===== src/include/lcd_settings.svh =====
`ifndef LCD_SETTINGS_SVH
`define LCD_SETTINGS_SVH

// hwclk cycles per bus tick
// small for simulation, raise for the board
`define LCD_DIV_COUNT 4

// pixel bytes sent per button press
`define LCD_FILL_BYTES 6

// entries in the panel init table
`define LCD_INIT_LEN 5

// memory write command that opens a pixel burst
`define LCD_CMD_RAMWR 8'h2C

// dcx levels on the 8080 bus
`define LCD_DC_CMD 1'b0
`define LCD_DC_DATA 1'b1

`endif

===== src/verilog/lcd_pkg.sv =====
package lcd_pkg;

  // one byte on the parallel panel bus
  typedef logic [7:0] lcd_byte_t;

  // completed write count, one nibble per digit
  typedef logic [31:0] lcd_count_t;

  // single hex digit
  typedef logic [3:0] lcd_nibble_t;

  // control sequencer states
  typedef enum logic [2:0] {
    seq_init,
    seq_wait_init,
    seq_idle,
    seq_cmd,
    seq_wait_cmd,
    seq_pixel,
    seq_wait_pixel
  } seq_state_t;

  // phases of one 8080 write cycle
  typedef enum logic [1:0] {
    wr_idle,
    wr_setup,
    wr_low,
    wr_high
  } wr_phase_t;

endpackage


===== src/verilog/board_top.sv =====
module board_top (
  input  logic        hwclk,
  input  logic        reset,
  input  logic [20:0] pb,
  output logic [7:0]  left,
  output logic [7:0]  right,
  output logic [7:0]  ss7,
  output logic [7:0]  ss6,
  output logic [7:0]  ss5,
  output logic [7:0]  ss4,
  output logic [7:0]  ss3,
  output logic [7:0]  ss2,
  output logic [7:0]  ss1,
  output logic [7:0]  ss0,
  output logic        red,
  output logic        green,
  output logic        blue
);

  logic               tick;
  logic               fill_press;
  lcd_pkg::lcd_byte_t colour;
  logic               button_level;

  logic               wr_start;
  logic               wr_dc;
  lcd_pkg::lcd_byte_t wr_byte;
  logic               wr_done;

  // panel strobes
  logic wrx;
  logic rdx;
  logic csx;
  logic dcx;

  // bus pacing
  tick_divider tick_divider_i (
    .hwclk (hwclk),
    .reset (reset),
    .tick  (tick)
  );

  button_sync button_sync_i (
    .hwclk        (hwclk),
    .reset        (reset),
    .pb           (pb),
    .fill_press   (fill_press),
    .colour       (colour),
    .button_level (button_level)
  );

  display_sequencer display_sequencer_i (
    .hwclk      (hwclk),
    .reset      (reset),
    .fill_press (fill_press),
    .colour     (colour),
    .wr_done    (wr_done),
    .wr_start   (wr_start),
    .wr_dc      (wr_dc),
    .wr_byte    (wr_byte),
    .busy       (red),
    .init_done  (green)
  );

  // data goes straight out on right
  lcd_bus_writer lcd_bus_writer_i (
    .hwclk    (hwclk),
    .reset    (reset),
    .tick     (tick),
    .wr_start (wr_start),
    .wr_dc    (wr_dc),
    .wr_byte  (wr_byte),
    .wr_done  (wr_done),
    .lcd_data (right),
    .lcd_wrx  (wrx),
    .lcd_rdx  (rdx),
    .lcd_csx  (csx),
    .lcd_dcx  (dcx)
  );

  // running write count in hex
  hex_display hex_display_i (
    .hwclk   (hwclk),
    .reset   (reset),
    .wr_done (wr_done),
    .ss7     (ss7),
    .ss6     (ss6),
    .ss5     (ss5),
    .ss4     (ss4),
    .ss3     (ss3),
    .ss2     (ss2),
    .ss1     (ss1),
    .ss0     (ss0)
  );

  // strobes on the low header pins
  assign left = {4'b0000, wrx, rdx, csx, dcx};

  assign blue = button_level;

endmodule


===== src/verilog/hex_display.sv =====
module hex_display (
  input  logic               hwclk,
  input  logic               reset,
  input  logic               wr_done,
  output lcd_pkg::lcd_byte_t ss7,
  output lcd_pkg::lcd_byte_t ss6,
  output lcd_pkg::lcd_byte_t ss5,
  output lcd_pkg::lcd_byte_t ss4,
  output lcd_pkg::lcd_byte_t ss3,
  output lcd_pkg::lcd_byte_t ss2,
  output lcd_pkg::lcd_byte_t ss1,
  output lcd_pkg::lcd_byte_t ss0
);

  lcd_pkg::lcd_count_t count;

  // active high segments gfedcba
  function automatic logic [6:0] seg_decode(input lcd_pkg::lcd_nibble_t digit);
    case (digit)
      4'h0: seg_decode = 7'h3F;
      4'h1: seg_decode = 7'h06;
      4'h2: seg_decode = 7'h5B;
      4'h3: seg_decode = 7'h4F;
      4'h4: seg_decode = 7'h66;
      4'h5: seg_decode = 7'h6D;
      4'h6: seg_decode = 7'h7D;
      4'h7: seg_decode = 7'h07;
      4'h8: seg_decode = 7'h7F;
      4'h9: seg_decode = 7'h6F;
      4'hA: seg_decode = 7'h77;
      4'hB: seg_decode = 7'h7C;
      4'hC: seg_decode = 7'h39;
      4'hD: seg_decode = 7'h5E;
      4'hE: seg_decode = 7'h79;
      default: seg_decode = 7'h71;
    endcase
  endfunction

  // one count per completed bus write
  always_ff @(posedge hwclk, posedge reset) begin
    if (reset) begin
      count <= '0;
    end else if (wr_done) begin
      count <= count + 1'b1;
    end
  end

  // decimal point unused, top nibble on ss7
  assign ss7 = {1'b0, seg_decode(count[31:28])};
  assign ss6 = {1'b0, seg_decode(count[27:24])};
  assign ss5 = {1'b0, seg_decode(count[23:20])};
  assign ss4 = {1'b0, seg_decode(count[19:16])};
  assign ss3 = {1'b0, seg_decode(count[15:12])};
  assign ss2 = {1'b0, seg_decode(count[11:8])};
  assign ss1 = {1'b0, seg_decode(count[7:4])};
  assign ss0 = {1'b0, seg_decode(count[3:0])};

endmodule


===== src/verilog/display_sequencer.sv =====
`include "lcd_settings.svh"

module display_sequencer (
  input  logic               hwclk,
  input  logic               reset,
  input  logic               fill_press,
  input  lcd_pkg::lcd_byte_t colour,
  input  logic               wr_done,
  output logic               wr_start,
  output logic               wr_dc,
  output lcd_pkg::lcd_byte_t wr_byte,
  output logic               busy,
  output logic               init_done
);

  localparam int idx_w = (`LCD_INIT_LEN > 1) ? $clog2(`LCD_INIT_LEN) : 1;
  localparam int fill_w = (`LCD_FILL_BYTES > 1) ? $clog2(`LCD_FILL_BYTES) : 1;
  localparam logic [idx_w-1:0] idx_last = idx_w'(`LCD_INIT_LEN - 1);
  localparam logic [fill_w-1:0] fill_last = fill_w'(`LCD_FILL_BYTES - 1);

  lcd_pkg::seq_state_t state;
  lcd_pkg::seq_state_t state_n;

  // position in the init table
  logic [idx_w-1:0]   init_idx;
  // pixel bytes already sent in this burst
  logic [fill_w-1:0]  fill_cnt;
  // colour captured at the press
  lcd_pkg::lcd_byte_t fill_colour;

  logic               init_dc;
  lcd_pkg::lcd_byte_t init_byte;

  // panel init table
  always_comb begin
    case (init_idx)
      // software reset
      idx_w'(0): begin
        init_dc   = `LCD_DC_CMD;
        init_byte = 8'h01;
      end
      // sleep out
      idx_w'(1): begin
        init_dc   = `LCD_DC_CMD;
        init_byte = 8'h11;
      end
      // pixel format
      idx_w'(2): begin
        init_dc   = `LCD_DC_CMD;
        init_byte = 8'h3A;
      end
      // 16 bit per pixel
      idx_w'(3): begin
        init_dc   = `LCD_DC_DATA;
        init_byte = 8'h55;
      end
      // display on
      default: begin
        init_dc   = `LCD_DC_CMD;
        init_byte = 8'h29;
      end
    endcase
  end

  // next state
  always_comb begin
    state_n = state;
    case (state)
      lcd_pkg::seq_init:       state_n = lcd_pkg::seq_wait_init;
      lcd_pkg::seq_wait_init: begin
        if (wr_done) begin
          state_n = (init_idx == idx_last) ? lcd_pkg::seq_idle : lcd_pkg::seq_init;
        end
      end
      // presses outside idle are dropped
      lcd_pkg::seq_idle: begin
        if (fill_press) begin
          state_n = lcd_pkg::seq_cmd;
        end
      end
      lcd_pkg::seq_cmd:        state_n = lcd_pkg::seq_wait_cmd;
      lcd_pkg::seq_wait_cmd: begin
        if (wr_done) begin
          state_n = lcd_pkg::seq_pixel;
        end
      end
      lcd_pkg::seq_pixel:      state_n = lcd_pkg::seq_wait_pixel;
      lcd_pkg::seq_wait_pixel: begin
        if (wr_done) begin
          state_n = (fill_cnt == fill_last) ? lcd_pkg::seq_idle : lcd_pkg::seq_pixel;
        end
      end
      default:                 state_n = lcd_pkg::seq_init;
    endcase
  end

  // state register with table index and burst counter
  always_ff @(posedge hwclk, posedge reset) begin
    if (reset) begin
      state     <= lcd_pkg::seq_init;
      init_idx  <= '0;
      fill_cnt  <= '0;
      init_done <= 1'b0;
      busy      <= 1'b0;
    end else begin
      state <= state_n;
      // low in reset, then high in every state but idle
      busy  <= (state_n != lcd_pkg::seq_idle);
      if (state == lcd_pkg::seq_wait_init && wr_done) begin
        if (init_idx == idx_last) begin
          init_done <= 1'b1;
        end else begin
          init_idx <= init_idx + 1'b1;
        end
      end
      if (state == lcd_pkg::seq_wait_cmd && wr_done) begin
        fill_cnt <= '0;
      end
      if (state == lcd_pkg::seq_wait_pixel && wr_done) begin
        fill_cnt <= fill_cnt + 1'b1;
      end
    end
  end

  // colour held for the whole burst
  always_ff @(posedge hwclk) begin
    if (state == lcd_pkg::seq_idle && fill_press) begin
      fill_colour <= colour;
    end
  end

  // one cycle strobe from each issue state
  assign wr_start = (state == lcd_pkg::seq_init) || (state == lcd_pkg::seq_cmd) ||
                    (state == lcd_pkg::seq_pixel);

  always_comb begin
    case (state)
      lcd_pkg::seq_init: begin
        wr_dc   = init_dc;
        wr_byte = init_byte;
      end
      lcd_pkg::seq_cmd: begin
        wr_dc   = `LCD_DC_CMD;
        wr_byte = `LCD_CMD_RAMWR;
      end
      default: begin
        wr_dc   = `LCD_DC_DATA;
        wr_byte = fill_colour;
      end
    endcase
  end

endmodule


===== src/verilog/lcd_bus_writer.sv =====
module lcd_bus_writer (
  input  logic               hwclk,
  input  logic               reset,
  input  logic               tick,
  input  logic               wr_start,
  input  logic               wr_dc,
  input  lcd_pkg::lcd_byte_t wr_byte,
  output logic               wr_done,
  output lcd_pkg::lcd_byte_t lcd_data,
  output logic               lcd_wrx,
  output logic               lcd_rdx,
  output logic               lcd_csx,
  output logic               lcd_dcx
);

  lcd_pkg::wr_phase_t phase;

  // captured byte and dc for the cycle in flight
  lcd_pkg::lcd_byte_t byte_q;
  logic               dc_q;
  // start seen, waiting for the first tick
  logic               pend;

  // capture on the start strobe
  always_ff @(posedge hwclk) begin
    if (wr_start) begin
      byte_q <= wr_byte;
      dc_q   <= wr_dc;
    end
  end

  // one phase per tick
  always_ff @(posedge hwclk, posedge reset) begin
    if (reset) begin
      phase    <= lcd_pkg::wr_idle;
      pend     <= 1'b0;
      wr_done  <= 1'b0;
      lcd_csx  <= 1'b1;
      lcd_wrx  <= 1'b1;
      lcd_dcx  <= 1'b1;
      lcd_data <= '0;
    end else begin
      wr_done <= 1'b0;
      if (wr_start) begin
        pend <= 1'b1;
      end
      case (phase)
        lcd_pkg::wr_idle: begin
          // select the panel and present dc and data
          if (pend && tick) begin
            pend     <= 1'b0;
            phase    <= lcd_pkg::wr_setup;
            lcd_csx  <= 1'b0;
            lcd_dcx  <= dc_q;
            lcd_data <= byte_q;
          end
        end
        lcd_pkg::wr_setup: begin
          if (tick) begin
            phase   <= lcd_pkg::wr_low;
            lcd_wrx <= 1'b0;
          end
        end
        lcd_pkg::wr_low: begin
          // panel latches on this rising edge of wrx
          if (tick) begin
            phase   <= lcd_pkg::wr_high;
            lcd_wrx <= 1'b1;
          end
        end
        lcd_pkg::wr_high: begin
          // release chip select, data stays on the bus
          if (tick) begin
            phase   <= lcd_pkg::wr_idle;
            lcd_csx <= 1'b1;
            wr_done <= 1'b1;
          end
        end
        default: begin
          phase <= lcd_pkg::wr_idle;
        end
      endcase
    end
  end

  // write only bus, no read cycle
  assign lcd_rdx = 1'b1;

endmodule


===== src/verilog/button_sync.sv =====
module button_sync (
  input  logic              hwclk,
  input  logic              reset,
  input  logic [20:0]       pb,
  output logic              fill_press,
  output lcd_pkg::lcd_byte_t colour,
  output logic              button_level
);

  // bit 0 is the fill button, bits 8:1 carry the colour switches
  logic [8:0] sync_a;
  logic [8:0] sync_b;
  // previous synchronized button level
  logic       level_q;

  // two flop chain into the hwclk domain
  always_ff @(posedge hwclk, posedge reset) begin
    if (reset) begin
      sync_a  <= '0;
      sync_b  <= '0;
      level_q <= 1'b0;
    end else begin
      sync_a  <= {pb[15:8], pb[0]};
      sync_b  <= sync_a;
      level_q <= sync_b[0];
    end
  end

  // rising edge of the clean button level
  assign fill_press = sync_b[0] & ~level_q;

  // colour as seen after synchronization
  assign colour = sync_b[8:1];

  // raw level for the board LED
  assign button_level = sync_b[0];

endmodule


===== src/verilog/tick_divider.sv =====
`include "lcd_settings.svh"

module tick_divider (
  input  logic hwclk,
  input  logic reset,
  output logic tick
);

  // counter wide enough for the divide ratio
  localparam int cnt_w = (`LCD_DIV_COUNT > 1) ? $clog2(`LCD_DIV_COUNT) : 1;
  localparam logic [cnt_w-1:0] cnt_last = cnt_w'(`LCD_DIV_COUNT - 1);

  logic [cnt_w-1:0] count;

  // free running count, tick on the wrap cycle
  always_ff @(posedge hwclk, posedge reset) begin
    if (reset) begin
      count <= '0;
      tick  <= 1'b0;
    end else begin
      if (count == cnt_last) begin
        count <= '0;
        tick  <= 1'b1;
      end else begin
        count <= count + 1'b1;
        // single cycle pulse only
        tick  <= 1'b0;
      end
    end
  end

endmodule


===== config.mk =====
export PLATFORM = sky130hd
export DESIGN_NAME = board_top
export DESIGN_NICKNAME = d
export VERILOG_FILES = /design/src/verilog/lcd_pkg.sv /design/src/verilog/board_top.sv /design/src/verilog/hex_display.sv /design/src/verilog/display_sequencer.sv /design/src/verilog/lcd_bus_writer.sv /design/src/verilog/button_sync.sv /design/src/verilog/tick_divider.sv
export VERILOG_INCLUDE_DIRS = /design/src /design/src/include
export SDC_FILE = /design/constraint.sdc
export NUM_CORES = 1
export LEC_CHECK = 0
export ABC_CLOCK_PERIOD_IN_PS = 2700
export BUFFER_PORTS_ARGS = -buffer_cell sky130_fd_sc_hd__buf_2
export CAP_MARGIN = 25
export CORE_MARGIN = 1.5
export CORE_UTILIZATION = 57
export CTS_CLUSTER_DIAMETER = 120
export DETAILED_ROUTE_END_ITERATION = 10
export PLACE_DENSITY = 0.92
export SKIP_CTS_REPAIR_TIMING = 1
export SYNTH_ARGS = -nofsm -noshare
export SYNTH_HDL_FRONTEND = slang
export SYNTH_HIERARCHICAL = 1
export SYNTH_SLANG_ARGS = --single-unit

===== constraint.sdc =====
create_clock -name hwclk -period 2.7 [get_ports hwclk]
set_clock_uncertainty 0.1 [all_clocks]
set_input_delay 0.405 -clock hwclk [delete_from_list [all_inputs] [get_ports hwclk]]
set_output_delay 0.405 -clock hwclk [all_outputs]
set_load 0.03 [all_outputs]

==> results of run 1 <==
==> power by group through the flow <==
stage	combinational, uW	sequential (uW)	clock, uW
2_1_floorplan	58.4	1530	0
3_3_place_gp	60.1	1530	0
3_5_place_dp	62.0	1530	0
4_1_cts	62.0	1500	895
5_1_grt	68.5	1510	959
6_report	61.2	1500	870
==> cell type report <==
cell class	count	area [sq um]	area share, %
multi-input cells	445	3290	48.2
flip-flops and latches	97	2520	36.9
repair buffers	85	440	6.45
inverters	59	221	3.25
well taps	140	175	2.57
clock buffers	11	141	2.07
clock inverters	5	38.8	0.568
==> flip-flops by register name, indices dropped and copies added, names as in the netlist <==
name / count
display_sequencer_i/fill_cnt: 3
lcd_bus_writer_i/dc_q: 1
lcd_bus_writer_i/lcd_data: 8
display_sequencer_i/state: 3
display_sequencer_i/busy: 1
lcd_bus_writer_i/lcd_csx: 1
lcd_bus_writer_i/phase: 2
button_sync_i/level_q: 1
button_sync_i/sync_a: 9
display_sequencer_i/init_done: 1
display_sequencer_i/init_idx: 3
lcd_bus_writer_i/pend: 1
lcd_bus_writer_i/byte_q: 8
tick_divider_i/count: 2
lcd_bus_writer_i/wr_done: 1
lcd_bus_writer_i/lcd_wrx: 1
button_sync_i/sync_b: 9
hex_display_i/count: 32
tick_divider_i/tick: 1
lcd_bus_writer_i/lcd_dcx: 1
display_sequencer_i/fill_colour: 8
==> critical path: stages (launching register included) <==
cell,delay (ns)
dfrtp_1,0.47
inv_1,0.15
ha_1,0.29
inv_1,0.05
mux4_2,0.47
inv_1,0.08
buf_2,0.19
==> Yosys cell counts (3+ instances only) <==
cell type	n
a211oi_1	4
a21o_1	3
a21oi_1	38
a22oi_1	11
a2bb2oi_1	3
a31oi_1	6
and3_1	6
buf_2	6
buf_4	20
clkbuf_1	16
conb_1	3
dfrtp_1	77
dfstp_2	3
edfxtp_1	17
ha_1	70
inv_1	59
mux2_4	10
mux2i_1	3
mux4_2	5
nand2_1	54
nand2b_1	15
nand3_1	10
nand4_1	10
nor2_1	29
nor2b_1	16
nor3_1	17
nor4_2	3
o21a_1	5
o21ai_0	41
o21bai_1	3
o32a_1	5
xnor2_1	26
xor2_1	6
==> logic make-up (layout without fill, tap and decap cells) <==
| group | count (synthesis) | in the layout | synth area share [%] |
|---|---|---|---|
| muxes | 19 | 19 | 4.86 |
| adders and majority gates | 70 | 70 | 14.0 |
| DFF | 97 | 97 | 40.3 |
| buffers and inverters | 105 | 160 | 7.77 |
| other | 3 | 13 | 0.180 |
| and+or+nand+nor | 184 | 184 | 16.2 |
| xor gates and xnor gates | 32 | 32 | 4.48 |
| AOI/OAI and AO/OA | 127 | 127 | 12.3 |
==> worst paths after layout <==
check / endpoint / slack (ns) / depth (start not counted)
min in group asynchronous: tick_divider_i/count[0]$_DFF_PP0_ / 0.40 / 3
worst min-delay path: button_sync_i/sync_a[3]$_DFF_PP0_ / 0.05 / 1
worst max register to register: hex_display_i/count[31]$_DFFE_PP0P_ / 0.57 / 5
worst max-delay path: ss5[3] / 0.13 / 6
max in group asynchronous: button_sync_i/sync_b[3]$_DFF_PP0_ / 1.44 / 3
worst min register to register: button_sync_i/sync_b[3]$_DFF_PP0_ / 0.25 / 0
==> per-layer routing <==
metal,up-vias,global-route usage [%]
met1,2227,25.7
met3,15,3.81
met4,0,6.39
met2,118,38.0
li1,2247,-
met5,-,0
==> per-stage QoR <==
stage          cells  setup slack [ns]  util [%]  total power, uW
6_report         842             0.132      63.5             2430
4_1_cts          841            0.0601      63.4             2460
3_5_place_dp     825             0.481      61.7             1600
2_1_floorplan    647             0.483         -             1590
3_3_place_gp     825             0.547      61.7             1590
5_1_grt          842          0.000169      63.5             2530
==> summary.md, run 1 <==
| Metric | Value |
|---|---|
| Status | `complete, no violations` |
| Worst Path Max Fanout | `6` |
| RSZ-0062 raised after global routing | `no` |
| GRT Util Overall | `21.1%` |
| Sequential fraction of the synthesis area | `40.3%` |
| Clock root buffer | `clkbuf_8` |
| Clk pin slew, worst setup/hold paths | `0.10 ns` |
| Drt pass-1 iters | `7` |
| Global-route wire length before repair | `19.8 mm` |
| Comb pwr share | `2.5%` |
| CTS max path bufs | `2` |
| M1 WL | `5.04 mm` |
| I/O Buffers | `80` |
| Internal power | `1880 uW` |
| Cell area after synthesis | `6250 sq um` |
| Sw Share | `23.0%` |
| Final hold viol count | `0` |
| Mapped Cells | `637` |
| I/O Pins | `106` |
| Layout cells sized above 1 | `19.9%` |
| Area delta synth->final | `9.17%` |
| CP startpoint | `hex_display_i/count[21]$_DFFE_PP0P_` |
| Die extent in x | `108 microns` |
| Hold Startpoint | `pb[10]` |
| Worst Setup Start Kind | `flip-flop` |
| Fmax | `0.389 GHz` |
| PwrDens | `357 nW/um^2` |
| P_sw | `559 uW` |
| Post-synthesis register bit count | `97` |
| Most used DFF post-synth | `dfrtp_1` |
| Via count | `4607` |
| Avg Cell Area, Syn | `9.81 sq um` |
| Final period utilization | `95.1%` |
| Ranking of synthesized cells by area | `dfrtp_1, ha_1, edfxtp_1` |
| Maximum VDD drop | `0.284 mV` |
| Post-Route WL | `11.9 mm` |
| Die area | `11600 sq um` |
| Routed Antenna Nets | `0` |
| Finished Cell Area | `6820 sq um` |
| Clock share of power | `35.7%` |
| WL/cell | `14.2 microns` |
| Core footprint | `10700 sq um` |
| Worst-skew pair later-pin latency | `0.36 ns` |
| Req. time, crit path | `2.19 ns` |
| Met2 WL | `6.25 mm` |
| Met3 WL | `495 microns` |
| DR DRC count | `0` |
| Critical Path End Type | `primary output` |
| Min Clock Period, post-route | `2.57 ns` |
| Post-synth EDFFs | `17` |
| Yosys top cell by area | `dfrtp_1` |
| Largest net degree at the start of global routing | `33` |
| Commonest non-fill, non-tap cells in the layout | `buf_2, dfrtp_1, ha_1` |
| Crit Reg-Reg Startpoint | `hex_display_i/count[11]$_DFFE_PP0P_` |
| Initial Util | `58.2%` |
| CTS tree | `yes` |
| Unique masters post-synth | `63` |
| DRT iter0 DRCs | `175` |
| Total CTS buffers | `9` |
| Min Hold Slack | `0.0473 ns` |
| Rows | `38` |
| GPL Wtd Cong | `0.802` |
| Ys Warns | `6` |
| Worst rel slew slack | `54.9%` |
| Hold Crit Class | `in -> reg` |
| Avg Vias per Cell | `5.47` |
| Initial antenna violation count | `0` |
| Top Layer Used | `met4` |
| LEAKAGE | `0.00308 uW` |
| Setup TNS | `0 ns` |
| Flop pwr share | `61.7%` |
| H-tree depth | `3` |
| Antenna cells | `0` |
| Max cap viols | `0` |
| Clock sinks | `97` |
| Placed cell areas | `6630 sq um` |
| Layout net count | `790` |
| Fill cells | `865` |
| Critical Path AT | `2.06 ns` |
| Area share of the largest cell type after synthesis | `30.8%` |
| Die extent in y | `108 microns` |
| Max Slew Vio Count | `0` |
| Commonest non-fill, non-tap cell in the layout | `buf_2` |
| Hpwl dp | `9.04 mm` |
| Transition time of the tightest slew-check pin | `0.676 ns` |
| Total gr overflow | `0` |
| Crit Path Class | `reg -> out` |
| Post-synth ARST share | `82.5%` |
| Vias in the first global route | `4346` |
| Final setup fails | `0` |
(Power assumes the default switching activity.)
==> inputs of run 2 (changes only) <==
--- a/config.mk
+++ b/config.mk
@@ -16,4 +16,5 @@
 export PLACE_DENSITY = 0.92
 export SKIP_CTS_REPAIR_TIMING = 1
+export SLEW_MARGIN = 10
 export SYNTH_ARGS = -nofsm -noshare
 export SYNTH_HDL_FRONTEND = slang
==> constraint.sdc (replaced) <==
create_clock -name hwclk -period 2.7 [get_ports hwclk]
set_clock_uncertainty 0.1 [all_clocks]
set_input_delay 0.135 -clock hwclk [delete_from_list [all_inputs] [get_ports hwclk]]
set_output_delay 0.135 -clock hwclk [all_outputs]
set_load 0.03 [all_outputs]
==> run 2 against run 1 <==
Net effect: non-clock buffer count rose by 9; sequential power is essentially flat; worst setup slack improved by 0.15 ns; register-to-register slack lost 0.08 ns; design area is 2.3% higher; flip-flop and latch count unchanged; critical path depth stayed put; die area unchanged; maximum frequency is 6.2% higher; cell count grew 1.1%; via count is 1.3% higher; critical endpoint is now ss4[3].
==> summary.md, run 2 (synthesized netlist as in run 1, its figures left out) <==
| Metric | Value |
|---|---|
| Total gr overflow | `0 (unchanged)` |
| Routed Antenna Nets | `0 (unchanged)` |
| Drt pass-1 iters | `5 (-2)` |
| Final period utilization | `89.6% (-5.5 points)` |
| Min Clock Period, post-route | `2.42 ns (-0.150 ns)` |
| Core footprint | `10700 sq um (unchanged)` |
| DRT iter0 DRCs | `290 (+66%)` |
| Critical Path End Type | `primary output` |
| Worst rel slew slack | `55.1% (+0.23 points)` |
| DR DRC count | `0 (unchanged)` |
| LEAKAGE | `0.00316 uW (+2.4%)` |
| Clock sinks | `97 (unchanged)` |
| CP startpoint | `hex_display_i/count[17]$_DFFE_PP0P_` |
| Min Hold Slack | `0.128 ns (+0.0810 ns)` |
| Crit Reg-Reg Startpoint | `hex_display_i/count[19]$_DFFE_PP0P_` |
| Transition time of the tightest slew-check pin | `0.673 ns (-0.00351 ns)` |
| Layout net count | `799 (+1.1%)` |
| Layout cells sized above 1 | `19.4% (-0.53 points)` |
| Worst Path Max Fanout | `7 (+1)` |
| Avg Vias per Cell | `5.48 (+0.23%)` |
| Max cap viols | `0 (unchanged)` |
| Commonest non-fill, non-tap cells in the layout | `buf_2, dfrtp_1, ha_1` |
| Hpwl dp | `9.11 mm (+0.82%)` |
| Internal power | `2140 uW (+14%)` |
| CTS tree | `yes` |
| Commonest non-fill, non-tap cell in the layout | `buf_2` |
| Clock share of power | `41.7% (+6.0 points)` |
| Flop pwr share | `55.6% (-6.1 points)` |
| Biggest regs | `hex_display_i/count: 32 flops, button_sync_i/sync_a: 9 flops, button_sync_i/sync_b: 9 flops` |
| Final setup fails | `0 (unchanged)` |
| Hold Crit Class | `in -> async` |
| Pwr Total | `2700 uW (+11%)` |
| Die area | `11600 sq um (unchanged)` |
| Die extent in y | `108 microns (unchanged)` |
| Placed cell count | `825 (unchanged)` |
| Initial antenna violation count | `0 (unchanged)` |
| Final hold viol count | `0 (unchanged)` |
| I/O Buffers | `80 (unchanged)` |
| Fmax | `0.413 GHz (+6.2%)` |
| Comb pwr share | `2.6% (about the same)` |
| Rows | `38 (unchanged)` |
| WL/cell | `14.5 microns (+2.3%)` |
| Setup TNS | `0 ns (unchanged)` |
| CTS max path bufs | `2 (unchanged)` |
| Worst Setup Start Kind | `flip-flop` |
| Via count | `4667 (+1.3%)` |
| Worst-skew pair later-pin latency | `0.36 ns (about the same)` |
| GPL Wtd Cong | `0.812 (+1.3%)` |
| Global-route wire length before repair | `20.1 mm (+1.7%)` |
| Crit Path Class | `reg -> out` |
| GRT Util Overall | `21.5% (+0.39 points)` |
| Non-Filler Instances | `851 (+1.1%)` |
| Sw Share | `20.8% (-2.2 points)` |
| Clock root buffer | `clkbuf_8` |
| Die extent in x | `108 microns (unchanged)` |
| Reg2Reg Setup Slack | `0.49 ns (-0.08 ns)` |
| Total CTS buffers | `9 (unchanged)` |
| Maximum VDD drop | `0.317 mV (+11%)` |
| Max reg flops | `32 (unchanged)` |
| Combined area of the multi-input logic cells | `3290 sq um (unchanged)` |
| Largest reg by FF count | `hex_display_i/count` |
| Critical Path AT | `2.18 ns (+0.12 ns)` |
| RSZ-0062 raised after global routing | `no` |
| Reg-to-reg critical path endpoint | `hex_display_i/count[31]$_DFFE_PP0P_` |
| PwrDens | `387 nW/um^2 (+8.5%)` |
| Max Slew Vio Count | `0 (unchanged)` |
| Antenna cells | `0 (unchanged)` |
| Post-Route WL | `12.3 mm (+3.4%)` |
| Initial Util | `58.2% (unchanged)` |
| Vias in the first global route | `4337 (-0.21%)` |
| Req. time, crit path | `2.47 ns (+0.28 ns)` |
| Clk pin slew, worst setup/hold paths | `0.09 ns (about the same)` |
| H-tree depth | `3 (unchanged)` |
| Largest net degree at the start of global routing | `33 (unchanged)` |
| R2R depth | `5 (unchanged)` |
| P_sw | `562 uW (+0.50%)` |
| Area delta synth->final | `11.6%` |
| I/O Pins | `106 (unchanged)` |
| Status | `complete, no violations` |
| FF/Latch Area | `2520 sq um (-0.15%)` |
| Fill cells | `841 (-2.8%)` |
-- run 2: cell types whose count changed in the layout (fill, tap and decap cells not counted) --
cell,change
clkbuf_1,-1
bufinv_16,+3
clkinv_2,-1
dlygate4sd3_1,+9
dfrtp_1,+3
dfrtp_2,-3
clkbuf_8,-1
-- run 2: area by class of cell --
class | instances | share of cell area (%)
Multi-Input combinational cell | 445 | 47.1
Sequential cell | 97 | 36.1
Timing Repair Buffer | 94 | 7.60
Inverter | 59 | 3.17
Tap cell | 140 | 2.51
Clock buffer | 9 | 1.78
Clock inverter | 7 | 1.78
-- run 2: worst max-delay path, stage by stage, from the launching register on --
cell	delay [ns]
dfrtp_1	0.51
inv_1	0.22
ha_1	0.28
or2_2	0.30
and3_1	0.17
a31oi_1	0.14
buf_2	0.22
-- run 2: power groups by stage --
| stage | Clock (uW) | Sequential, uW | Combinational, uW |
|---|---|---|---|
| 2_1_floorplan | 0 | 1530 | 58.4 |
| 3_3_place_gp | 0 | 1530 | 60.5 |
| 3_5_place_dp | 0 | 1530 | 62.2 |
| 4_1_cts | 1150 | 1500 | 62.4 |
| 5_1_grt | 1220 | 1500 | 80.1 |
| 6_report | 1130 | 1500 | 71.5 |
-- run 2: worst max path at each step --
| stage | to | slack (ns) | cells after the start |
|---|---|---|---|
| finish | ss4[3] | 0.28 | 6 |
| global route | ss4[3] | 0.18 | 6 |
| CTS | ss4[3] | 0.30 | 6 |
| detailed placement | hex_display_i/count[20]$_DFFE_PP0P_ | 0.56 | 6 |
| global placement | hex_display_i/count[30]$_DFFE_PP0P_ | 0.64 | 6 |
| floorplan | ss4[3] | 0.75 | 5 |
-- run 2: per-stage QoR --
stage          cell area, sq um  util [%]  setup WS (ns)
4_1_cts                    6880      64.0          0.302
3_3_place_gp               6630      61.7          0.640
3_5_place_dp               6630      61.7          0.561
6_report                   6980      64.9          0.281
2_1_floorplan              6290         -          0.753
5_1_grt                    6980      64.9          0.179
-- run 2: per-layer routing --
layer | vias to the layer above | track usage (%) | part of all wire, %
met5 | - | 0 | 0
met4 | 0 | 5.17 | 0.96
met3 | 10 | 4.66 | 4.5
met2 | 163 | 38.4 | 53
met1 | 2237 | 26.5 | 42
li1 | 2257 | - | -
